[src/rtl/isa_pkg.sv]
package isa_pkg;

	// instruction field positions
	localparam int op_lsb = 26;
	localparam int rs_lsb = 21;
	localparam int rt_lsb = 16;
	localparam int rd_lsb = 11;
	localparam int shamt_lsb = 6;
	localparam int reg_bits = 5;

	// major opcode, bits 31:26
	typedef enum logic [5:0] {
		OP_R_TYPE = 6'h00,
		OP_REGIMM = 6'h01,
		OP_J      = 6'h02,
		OP_JAL    = 6'h03,
		OP_BEQ    = 6'h04,
		OP_BNE    = 6'h05,
		OP_ADDIU  = 6'h09,
		OP_SLTI   = 6'h0a,
		OP_SLTIU  = 6'h0b,
		OP_ANDI   = 6'h0c,
		OP_ORI    = 6'h0d,
		OP_XORI   = 6'h0e,
		OP_LUI    = 6'h0f,
		OP_LW     = 6'h23,
		OP_SW     = 6'h2b
	} opcode_e;

	// R-type function field, bits 5:0
	typedef enum logic [5:0] {
		FN_SLL  = 6'h00,
		FN_SRL  = 6'h02,
		FN_SRA  = 6'h03,
		FN_JR   = 6'h08,
		FN_ADDU = 6'h21,
		FN_SUBU = 6'h23,
		FN_AND  = 6'h24,
		FN_OR   = 6'h25,
		FN_XOR  = 6'h26,
		FN_NOR  = 6'h27,
		FN_SLT  = 6'h2a,
		FN_SLTU = 6'h2b
	} funct_e;

	// REGIMM selector in the rt field
	typedef enum logic [4:0] {
		RT_BLTZ   = 5'h00,
		RT_BGEZ   = 5'h01,
		RT_BLTZAL = 5'h10,
		RT_BGEZAL = 5'h11
	} regimm_e;

endpackage

[src/rtl/core_pkg.sv]
package core_pkg;

	localparam int mem_words = 1024;
	localparam int addr_bits = 10;
	localparam logic [31:0] reset_pc = 32'h0000_0000;

	typedef enum logic [3:0] {
		ALU_ADD,
		ALU_SUB,
		ALU_AND,
		ALU_OR,
		ALU_XOR,
		ALU_NOR,
		ALU_SLT,
		ALU_SLTU,
		ALU_SLL,
		ALU_SRL,
		ALU_SRA,
		ALU_LUI,
		ALU_PASS_B
	} alu_op_e;

	typedef enum logic [2:0] {
		BR_NONE,
		BR_EQ,
		BR_NE,
		BR_JUMP,
		BR_JUMP_REG
	} branch_e;

	typedef struct packed {
		alu_op_e alu_op;
		branch_e branch;
		logic regwrite;
		logic regdst;
		logic link;
		logic is_imm;
		logic sign_ex;
		logic shift_imm;
		logic mem_read;
		logic mem_write;
		logic ri;
	} ctrl_t;

	typedef struct packed {
		logic write;
		logic [addr_bits-1:0] addr;
		logic [31:0] wdata;
	} mem_req_t;

	typedef struct packed {
		logic [31:0] rdata;
	} mem_rsp_t;

	typedef struct packed {
		logic [31:0] pc;
		logic we;
		logic [4:0] rd;
		logic [31:0] value;
	} trace_t;

endpackage

[src/rtl/main_decoder.sv]
`timescale 1ns/1ns

module main_decoder (
	input logic [31:0] instr,
	output core_pkg::ctrl_t ctrl
);

	isa_pkg::opcode_e op;
	isa_pkg::funct_e funct;
	isa_pkg::regimm_e rt_sel;

	assign op = isa_pkg::opcode_e'(instr[isa_pkg::op_lsb +: 6]);
	assign funct = isa_pkg::funct_e'(instr[5:0]);
	assign rt_sel = isa_pkg::regimm_e'(instr[isa_pkg::rt_lsb +: isa_pkg::reg_bits]);

	always_comb begin
		ctrl = '0;
		ctrl.alu_op = core_pkg::ALU_ADD;
		ctrl.branch = core_pkg::BR_NONE;
		case (op)
			isa_pkg::OP_R_TYPE: begin
				ctrl.regwrite = 1'b1;
				ctrl.regdst = 1'b1;
				case (funct)
					isa_pkg::FN_ADDU: ctrl.alu_op = core_pkg::ALU_ADD;
					isa_pkg::FN_SUBU: ctrl.alu_op = core_pkg::ALU_SUB;
					isa_pkg::FN_AND: ctrl.alu_op = core_pkg::ALU_AND;
					isa_pkg::FN_OR: ctrl.alu_op = core_pkg::ALU_OR;
					isa_pkg::FN_XOR: ctrl.alu_op = core_pkg::ALU_XOR;
					isa_pkg::FN_NOR: ctrl.alu_op = core_pkg::ALU_NOR;
					isa_pkg::FN_SLT: ctrl.alu_op = core_pkg::ALU_SLT;
					isa_pkg::FN_SLTU: ctrl.alu_op = core_pkg::ALU_SLTU;
					isa_pkg::FN_SLL, isa_pkg::FN_SRL, isa_pkg::FN_SRA: begin
						ctrl.shift_imm = 1'b1;
						if (funct == isa_pkg::FN_SLL)
							ctrl.alu_op = core_pkg::ALU_SLL;
						else if (funct == isa_pkg::FN_SRL)
							ctrl.alu_op = core_pkg::ALU_SRL;
						else
							ctrl.alu_op = core_pkg::ALU_SRA;
					end
					isa_pkg::FN_JR: begin
						ctrl.regwrite = 1'b0;
						ctrl.regdst = 1'b0;
						ctrl.branch = core_pkg::BR_JUMP_REG;
					end
					default: begin
						ctrl.regwrite = 1'b0;
						ctrl.regdst = 1'b0;
						ctrl.ri = 1'b1;
					end
				endcase
			end
			isa_pkg::OP_REGIMM: begin
				case (rt_sel)
					// sign-test branches are not part of this core
					isa_pkg::RT_BLTZ, isa_pkg::RT_BGEZ,
					isa_pkg::RT_BLTZAL, isa_pkg::RT_BGEZAL: ctrl.ri = 1'b1;
					default: ctrl.ri = 1'b1;
				endcase
			end
			isa_pkg::OP_ADDIU, isa_pkg::OP_SLTI, isa_pkg::OP_SLTIU: begin
				ctrl.regwrite = 1'b1;
				ctrl.is_imm = 1'b1;
				ctrl.sign_ex = 1'b1;
				if (op == isa_pkg::OP_SLTI)
					ctrl.alu_op = core_pkg::ALU_SLT;
				else if (op == isa_pkg::OP_SLTIU)
					ctrl.alu_op = core_pkg::ALU_SLTU;
			end
			isa_pkg::OP_ANDI, isa_pkg::OP_ORI, isa_pkg::OP_XORI, isa_pkg::OP_LUI: begin
				// logic immediates are zero extended
				ctrl.regwrite = 1'b1;
				ctrl.is_imm = 1'b1;
				if (op == isa_pkg::OP_ANDI)
					ctrl.alu_op = core_pkg::ALU_AND;
				else if (op == isa_pkg::OP_ORI)
					ctrl.alu_op = core_pkg::ALU_OR;
				else if (op == isa_pkg::OP_XORI)
					ctrl.alu_op = core_pkg::ALU_XOR;
				else
					ctrl.alu_op = core_pkg::ALU_LUI;
			end
			isa_pkg::OP_LW, isa_pkg::OP_SW: begin
				ctrl.is_imm = 1'b1;
				ctrl.sign_ex = 1'b1;
				ctrl.mem_read = (op == isa_pkg::OP_LW);
				ctrl.mem_write = (op == isa_pkg::OP_SW);
				ctrl.regwrite = (op == isa_pkg::OP_LW);
			end
			// branch offsets are signed
			isa_pkg::OP_BEQ: begin
				ctrl.branch = core_pkg::BR_EQ;
				ctrl.sign_ex = 1'b1;
			end
			isa_pkg::OP_BNE: begin
				ctrl.branch = core_pkg::BR_NE;
				ctrl.sign_ex = 1'b1;
			end
			isa_pkg::OP_J: ctrl.branch = core_pkg::BR_JUMP;
			isa_pkg::OP_JAL: begin
				ctrl.branch = core_pkg::BR_JUMP;
				ctrl.link = 1'b1;
				ctrl.regwrite = 1'b1;
				ctrl.alu_op = core_pkg::ALU_PASS_B;
			end
			default: ctrl.ri = 1'b1;
		endcase
	end

endmodule

[src/rtl/alu.sv]
`timescale 1ns/1ns

module alu (
	input core_pkg::alu_op_e op,
	input logic [31:0] a,
	input logic [31:0] b,
	input logic [4:0] shamt,
	output logic [31:0] result
);

	always_comb begin
		case (op)
			core_pkg::ALU_ADD: result = a + b;
			core_pkg::ALU_SUB: result = a - b;
			core_pkg::ALU_AND: result = a & b;
			core_pkg::ALU_OR: result = a | b;
			core_pkg::ALU_XOR: result = a ^ b;
			core_pkg::ALU_NOR: result = ~(a | b);
			core_pkg::ALU_SLT: result = {31'b0, $signed(a) < $signed(b)};
			core_pkg::ALU_SLTU: result = {31'b0, a < b};
			// shifts act on the rt operand
			core_pkg::ALU_SLL: result = b << shamt;
			core_pkg::ALU_SRL: result = b >> shamt;
			core_pkg::ALU_SRA: result = $signed(b) >>> shamt;
			core_pkg::ALU_LUI: result = {b[15:0], 16'b0};
			core_pkg::ALU_PASS_B: result = b;
			default: result = 32'b0;
		endcase
	end

endmodule

[src/rtl/exec_core.sv]
`timescale 1ns/1ns

module exec_core (
	input logic clk,
	input logic rst_n,
	input logic run,
	output logic fetch_start,
	output logic [31:0] fetch_pc,
	input logic fetch_done,
	input logic [31:0] fetch_instr,
	output logic ls_start,
	output core_pkg::mem_req_t ls_req,
	input logic ls_done,
	input logic [31:0] ls_rdata,
	output logic retire,
	output core_pkg::trace_t trace,
	output logic ri,
	output logic [31:0] ri_pc,
	output logic halted
);

	typedef enum logic [2:0] {
		ST_IDLE,
		ST_FETCH,
		ST_EXEC,
		ST_MEM,
		ST_HALT
	} state_e;

	state_e state;
	logic [31:0] pc;
	logic [31:0] ir;
	logic mem_done;
	logic [31:0] regs [32];
	core_pkg::ctrl_t ctrl;
	logic [4:0] rs_idx, rt_idx, rd_idx, dest;
	logic [31:0] rs_val, rt_val, imm_ext, alu_b, alu_result, wb_data;
	logic [31:0] pc_plus4, br_target, j_target, next_pc;
	logic [4:0] alu_shamt;
	logic is_mem;

	main_decoder u_dec (
		.instr(ir),
		.ctrl(ctrl)
	);

	assign rs_idx = ir[isa_pkg::rs_lsb +: isa_pkg::reg_bits];
	assign rt_idx = ir[isa_pkg::rt_lsb +: isa_pkg::reg_bits];
	assign rd_idx = ir[isa_pkg::rd_lsb +: isa_pkg::reg_bits];
	// register 0 reads as zero
	assign rs_val = (rs_idx == 5'd0) ? 32'b0 : regs[rs_idx];
	assign rt_val = (rt_idx == 5'd0) ? 32'b0 : regs[rt_idx];

	assign imm_ext = ctrl.sign_ex ? {{16{ir[15]}}, ir[15:0]} : {16'b0, ir[15:0]};
	assign pc_plus4 = pc + 32'd4;
	assign alu_b = ctrl.link ? pc_plus4 : (ctrl.is_imm ? imm_ext : rt_val);
	assign alu_shamt = ctrl.shift_imm ? ir[isa_pkg::shamt_lsb +: 5] : rs_val[4:0];

	alu u_alu (
		.op(ctrl.alu_op),
		.a(rs_val),
		.b(alu_b),
		.shamt(alu_shamt),
		.result(alu_result)
	);

	// no delay slot, targets relative to pc+4
	assign br_target = pc_plus4 + {imm_ext[29:0], 2'b00};
	assign j_target = {pc_plus4[31:28], ir[25:0], 2'b00};

	always_comb begin
		case (ctrl.branch)
			core_pkg::BR_EQ: next_pc = (rs_val == rt_val) ? br_target : pc_plus4;
			core_pkg::BR_NE: next_pc = (rs_val != rt_val) ? br_target : pc_plus4;
			core_pkg::BR_JUMP: next_pc = j_target;
			core_pkg::BR_JUMP_REG: next_pc = rs_val;
			default: next_pc = pc_plus4;
		endcase
	end

	assign is_mem = ctrl.mem_read | ctrl.mem_write;
	assign dest = ctrl.link ? 5'd31 : (ctrl.regdst ? rd_idx : rt_idx);
	assign wb_data = ctrl.mem_read ? ls_rdata : alu_result;

	assign fetch_start = (state == ST_IDLE) && run;
	assign fetch_pc = pc;
	assign ls_start = (state == ST_EXEC) && !ctrl.ri && is_mem && !mem_done;
	// low address bits dropped, unaligned accesses hit the enclosing word
	assign ls_req.write = ctrl.mem_write;
	assign ls_req.addr = alu_result[core_pkg::addr_bits+1:2];
	assign ls_req.wdata = rt_val;

	assign retire = (state == ST_EXEC) && !ctrl.ri && (!is_mem || mem_done);
	assign trace.pc = pc;
	assign trace.we = ctrl.regwrite && (dest != 5'd0);
	assign trace.rd = dest;
	assign trace.value = wb_data;

	assign ri = (state == ST_EXEC) && ctrl.ri;
	assign ri_pc = pc;
	assign halted = (state == ST_HALT);

	always_ff @(posedge clk or negedge rst_n) begin
		if (!rst_n) begin
			state <= ST_IDLE;
			pc <= core_pkg::reset_pc;
			mem_done <= 1'b0;
		end else begin
			case (state)
				ST_IDLE: begin
					if (run)
						state <= ST_FETCH;
					else
						pc <= core_pkg::reset_pc;
				end
				ST_FETCH: begin
					if (fetch_done) begin
						mem_done <= 1'b0;
						state <= ST_EXEC;
					end
				end
				ST_EXEC: begin
					if (ctrl.ri) begin
						state <= ST_HALT;
					end else if (is_mem && !mem_done) begin
						state <= ST_MEM;
					end else begin
						pc <= next_pc;
						state <= ST_IDLE;
					end
				end
				ST_MEM: begin
					// back to EXEC for the write-back pass
					if (ls_done) begin
						mem_done <= 1'b1;
						state <= ST_EXEC;
					end
				end
				default: state <= ST_HALT;
			endcase
		end
	end

	always_ff @(posedge clk) begin
		if (state == ST_FETCH && fetch_done)
			ir <= fetch_instr;
		if (retire && ctrl.regwrite && dest != 5'd0)
			regs[dest] <= wb_data;
	end

endmodule

[config.mk]
export PLATFORM = sky130hd
export DESIGN_NAME = exec_core
export DESIGN_NICKNAME = d
export VERILOG_FILES = /design/src/rtl/isa_pkg.sv /design/src/rtl/core_pkg.sv /design/src/rtl/main_decoder.sv /design/src/rtl/alu.sv /design/src/rtl/exec_core.sv
export SDC_FILE = /design/constraint.sdc
export NUM_CORES = 2
export LEC_CHECK = 0
export CAP_MARGIN = 10
export CELL_PAD_IN_SITES_DETAIL_PLACEMENT = 1
export CELL_PAD_IN_SITES_GLOBAL_PLACEMENT = 1
export CORE_MARGIN = 10
export CORE_UTILIZATION = 40
export DETAILED_ROUTE_END_ITERATION = 8
export DONT_BUFFER_PORTS = 1
export PLACE_DENSITY = 0.61
export SYNTH_ARGS = -nofsm -noshare
export SYNTH_HDL_FRONTEND = slang
export SYNTH_SLANG_ARGS = --single-unit
[constraint.sdc]
create_clock -name clk -period 24.2 [get_ports clk]
set_clock_uncertainty 0.2 [all_clocks]
set_input_delay 7.26 -clock clk [delete_from_list [all_inputs] [get_ports clk]]
set_output_delay 7.26 -clock clk [all_outputs]
set_load 0.02 [all_outputs]
Word-level counts from Yosys, hierarchy flattened
Memory sizes are Yosys's and may differ from the RTL's. A register that Yosys moved wholly into a read port is not among the register bits.
Cells that the tools add are included.
{"block": "totals", "reg_bits": 68, "mem_bits_rw": 1024, "in_bits": 69, "out_inout_bits": 182, "word_cells": 161, "mem_count": 1}
{"name": "regs", "words": 32, "width": 32, "rd": 2, "rd_clocked_by_memory_dff": 2, "wr": 1, "line": "exec_core.sv:34", "source": "logic [31:0] regs [32];"}
{"block": "op_classes", "n_addsub": 4, "magnitude_cmp": 2, "eq_ne": 52, "shift": 3, "mux": 52, "bitwise_logic": 5, "n_reduce_logical": 38}
{"cell": "32-bit case mux with 13 select lines", "n": 1}
{"cell": "32-bit two-way mux", "n": 11}
{"cell": "32-bit case mux with 4 select lines", "n": 1}
{"cell": "32-bit adder", "n": 2}
{"cell": "32-bit < comparator", "n": 2}
{"cell": "32-bit case mux with 2 select lines", "n": 1}
{"cell": "6-bit equality test, second input constant", "n": 10}
{"cell": "6-bit by 4-bit equality test with 1-bit output, second input constant", "n": 8}
{"cell": "32-bit by 3-bit adder with 32-bit output, second input constant", "n": 1}
{"cell": "32-bit AND", "n": 1}
{"cell": "32-bit equality test", "n": 1}
{"cell": "32-bit != test", "n": 1}
{"cell": "32-bit NOT", "n": 1}
{"cell": "32-bit bitwise OR", "n": 1}
{"cell": "4-bit case mux with 8 select lines", "n": 1}
{"cell": "32-bit by 5-bit << shifter with 32-bit output", "n": 1}
{"cell": "32-bit by 5-bit >> shifter with 32-bit output", "n": 1}
{"cell": "32-bit by 5-bit >>> shifter with 32-bit output", "n": 1}
{"cell": "32-bit subtractor", "n": 1}
{"cell": "32-bit bitwise XOR", "n": 1}
{"cell": "5-bit two-way mux", "n": 5}
{"cell": "6-bit by 2-bit equality test with 1-bit output, second input constant", "n": 4}
{"cell": "3-bit case mux with 4 select lines", "n": 2}
{"cell": "3-bit two-way mux", "n": 7}
{"cell": "36 further kinds", "n": 90}

Longest topological paths before layout
{"block": "depth", "depth_word": 11, "ltp_mapped": 27, "mapped_depth_nobuf": 20}

Cells and area by module
Synthesis repeated with hierarchy kept, for this count alone.
{"block": "hier_totals", "hier_cells": 4626, "area_unflattened_um2": 64614.5}
{"mod": "exec_core", "n_inst": 1, "cells_each": 3140, "area_each_um2": 55054.1, "seq_area_each_um2": 32811.5}
{"mod": "alu", "n_inst": 1, "cells_each": 1405, "area_each_um2": 9073.7, "seq_area_each_um2": 0.0}
{"mod": "main_decoder", "n_inst": 1, "cells_each": 81, "area_each_um2": 486.7, "seq_area_each_um2": 0.0}

Least setup slack after synthesis
No wires, ideal clock.
{"block": "synth_path", "path_kind": "in2out", "start": "input port ls_rdata[18]", "end": "output port trace[18] (netlist bit)", "arrival_time_ns": 8.575, "t_required_ns": 16.740, "setup_slack_ns": 8.165, "stages": 2, "path_buffers": 0, "cell_sequence": "nor2_1 a41oi_1"}
{"element": "start: declaration", "line": "exec_core.sv:14", "source": "input logic [31:0] ls_rdata,"}
{"element": "end: declaration", "line": "exec_core.sv:16", "source": "output core_pkg::trace_t trace,"}

==> summary.md <==
| Metric | Value |
|---|---|
| Worst Hold Class | `flip-flop to flip-flop` |
| Critical path peak fanout | `41` |
| Area grow syn2layout | `11.1%` |
| Power density cells | `76.4 nW/um2` |
| Post-synth EDFFs | `1056` |
| Total global-route track usage | `31.7%` |
| Clock root buffer master | `clkbuf_16` |
| Drt drc | `10` |
| Ys async rst share | `3.27%` |
| Clk buf depth | `3` |
| First-pass GRT wire length | `402 mm` |
| Setup violations, final | `0` |
| Top FF cell, synth | `edfxtp_1` |
| DIE AREA | `179000 um2` |
| Critical Path RT | `16.74 ns` |
| Sequential area share after synthesis | `50.5%` |
| Worst-Skew Late Latency | `0.81 ns` |
| Max Freq | `55.7 MHz` |
| DR vias/cell | `6.91` |
| Hold path depth | `1` |
| # resized after CTS | `0` |
| Final worst slack | `6.24 ns` |
| Final wirelength | `292 mm` |
| Final worst-path cycle share | `74.2%` |
| Clk sinks | `1102` |
| Most Crowded Layer GR | `met2` |
| Synthesized area per cell | `13.6 um2` |
| Worst-path cell chain | `buf_4 > buf_4 > mux4_2 > mux2_2 > o22ai_1 > nor4_2 > buf_4 > a221o_1 > ha_1 > nor3_1 > o31ai_1 > a21oi_1 > o41ai_1 > o211ai_1 > a41oi_1 > o21ai_0 > a221oi_1 > o21ai_0 > o311ai_0 > o31a_1 > o32a_1 > buf_4` |
| HPWL after DPL | `197 mm` |
| Hold Fails Final Rpt | `0` |
| Slew headroom | `10.6%` |
| CP Capture Type | `output pin` |
| Max Slew Vio Count | `0` |
| Detailed-route via count | `48464` |
| Post-synth top cells | `edfxtp_1, mux4_2, nand2_1` |
| Most common cell in the netlist | `edfxtp_1` |
| Cell Area, Synth | `65000 um2` |
| GR met2 Demand/Resource | `49.8%` |
| PortBufs | `0` |
| Unique masters post-synth | `103` |
| Largest cells by area after synthesis | `edfxtp_1, mux4_2, mux2i_1` |
| Antenna-violating nets left | `0` |
| Antenna violations before repair | `23` |
| FF-to-FF setup slack | `14.01 ns` |
| WHS Endpoint | `state[1]$_DFFE_PN0P_` |
| Worst-Margin Slew | `1.33 ns` |
| Rows | `147` |
| Setup TNS | `0 ns` |
| Largest net degree at the start of global routing | `99` |
| Htree depth | `3` |
| Worst Path Arrival | `10.50 ns` |
| Setup CP Type | `flip-flop to output pin` |
| Status | `complete, but fails checks` |
| Horiz. Die Dim | `423 um` |
| LEAKAGE | `24.5 nW` |
| Setup bufs post-CTS | `0` |
| Initial DRC Count | `6293` |
| Final min period | `17.96 ns` |
| Routability Congestion | `1.03` |
| Synth top area share | `48.8%` |
| First drt pass iteration count | `9` |
| Worst path most repeated cell | `buf_4` |
| Worst path depth | `22` |
| Syn. warnings | `0` |
| Total power | `0.00552 W` |
| Number of global-route vias before repair | `48286` |
| Clock-pin slew on the worst setup and hold paths | `0.06 ns` |
| Worst r2r dst | `regs[30][30]$_DFFE_PP_` |
| Post-Syn Instances | `4761` |
| Seq cells post-synth | `1102` |
| Total gr overflow | `0` |
| Met3 usage | `6.13%` |
| Slowest Stage Delay on Critical Path | `0.83 ns` |
| Max-Cap Viols | `0` |
| Cell accounting for the most synthesized area | `edfxtp_1` |
| Starting Density | `40.4%` |
| Worst vdd ir | `0.0646 mV` |
| Post-layout utilization of the core | `44.9%` |
| Grt met1 use | `40.1%` |
| Cell family with most CP delay | `compound AO/OA/AOI/OAI gates` |
| Io pins | `251` |
| Fraction of layout instances using a drive strength above 1 | `23.0%` |
| Die H | `423 um` |
| Pre-CTS setup slack | `7.24 ns` |
| CORE AREA | `161000 um2` |
| Min-delay src | `state[2]$_DFFE_PN0P_` |
| CTS tree | `yes` |
| CTS Buf Count | `121` |
| CP Launch Type | `flip-flop` |
| Failing checks | `design-rule violations` |
| # hold bufs at CTS | `0` |
| Slowest-stage cell, CP | `a221oi_1` |
| R2R depth | `22` |
| Critical path buffer and inverter count | `4` |
| WL/cell | `41.7 um` |
| Final net count | `4935` |
| RSZ-0062 raised after global routing | `false` |
-- layout make-up --
type / instances / area, um2
timing repair buffer: 218 / 1700
clock inverter: 90 / 1100
multi-input combinational: 3154 / 30200
clock buffer: 140 / 3120
antenna: 14 / 35.0
tap: 2160 / 2700
fill: 16153 / 88700
inverter: 133 / 500
sequential: 1102 / 32800
-- where the power goes --
group          leakage (nW)  switching (W)  internal, W
clock network          2.05       0.000825      0.00115
logic                  12.4       0.000884     0.000341
registers              10.1      0.0000301      0.00228
-- sequential cells by signal (all words and copies together) (netlist names), named ones only --
| signal | count |
|---|---|
| fetch_pc | 32 |
| state | 3 |
| mem_done | 1 |
| ir | 32 |
| regs | 1024 |
-- how the worst max path moves through the flow --
stage,from,end
after global placement,flip-flop,trace[30]
after CTS,flip-flop,trace[30]
after detailed placement,flip-flop,trace[30]
after global routing,flip-flop,trace[30]
after floorplan,ls_rdata[18],trace[18]
final,flip-flop,trace[30]
-- per-layer routing --
metal | up-vias | part of all wire, %
met5 | - | 0.034
met4 | 14 | 7.4
met3 | 754 | 9.3
met2 | 2939 | 46
met1 | 25581 | 37
li1 | 19176 | -
-- metrics by stage --
| step | hold WS [ns] | area (um2) | std cells |
|---|---|---|---|
| final | 0.338 | 72200 | 7011 |
| after global routing | 0.375 | 72200 | 7007 |
| after CTS | 0.339 | 72200 | 6997 |
| after detailed placement | 0.319 | 67900 | 6767 |
| after global placement | 0.310 | 67900 | 6767 |
| after floorplan | 0.267 | 65100 | 4792 |
-- logic make-up (layout without fill, tap and decap cells) --
group | Yosys count | after routing | share of synthesized area [%]
other | 1 | 46 | 0.00577
DFF | 1102 | 1102 | 50.5
buffers and inverters | 536 | 581 | 4.25
AOI/OAI and AO/OA | 1063 | 1063 | 11.5
adders and majority gates | 136 | 136 | 2.65
xor gates and xnor gates | 84 | 84 | 1.13
and+or+nand+nor | 1005 | 1005 | 7.25
muxes | 834 | 834 | 22.7
-- cell usage in the layout (no fill, tap or decap), types with 62 or more instances in the layout --
cell | Yosys | final
a21oi_1 | 193 | 185
a22oi_1 | 68 | 67
buf_4 | 99 | 211
clkbuf_16 | 0 | 122
edfxtp_1 | 1056 | 1056
ha_1 | 133 | 133
inv_1 | 129 | 129
mux2_2 | 62 | 62
mux2i_1 | 269 | 266
mux4_2 | 492 | 492
nand2_1 | 303 | 303
nand3_1 | 79 | 77
nor2_1 | 298 | 260
nor3_1 | 70 | 63
o21ai_0 | 165 | 164
Power figures use the tool's default switching activity.
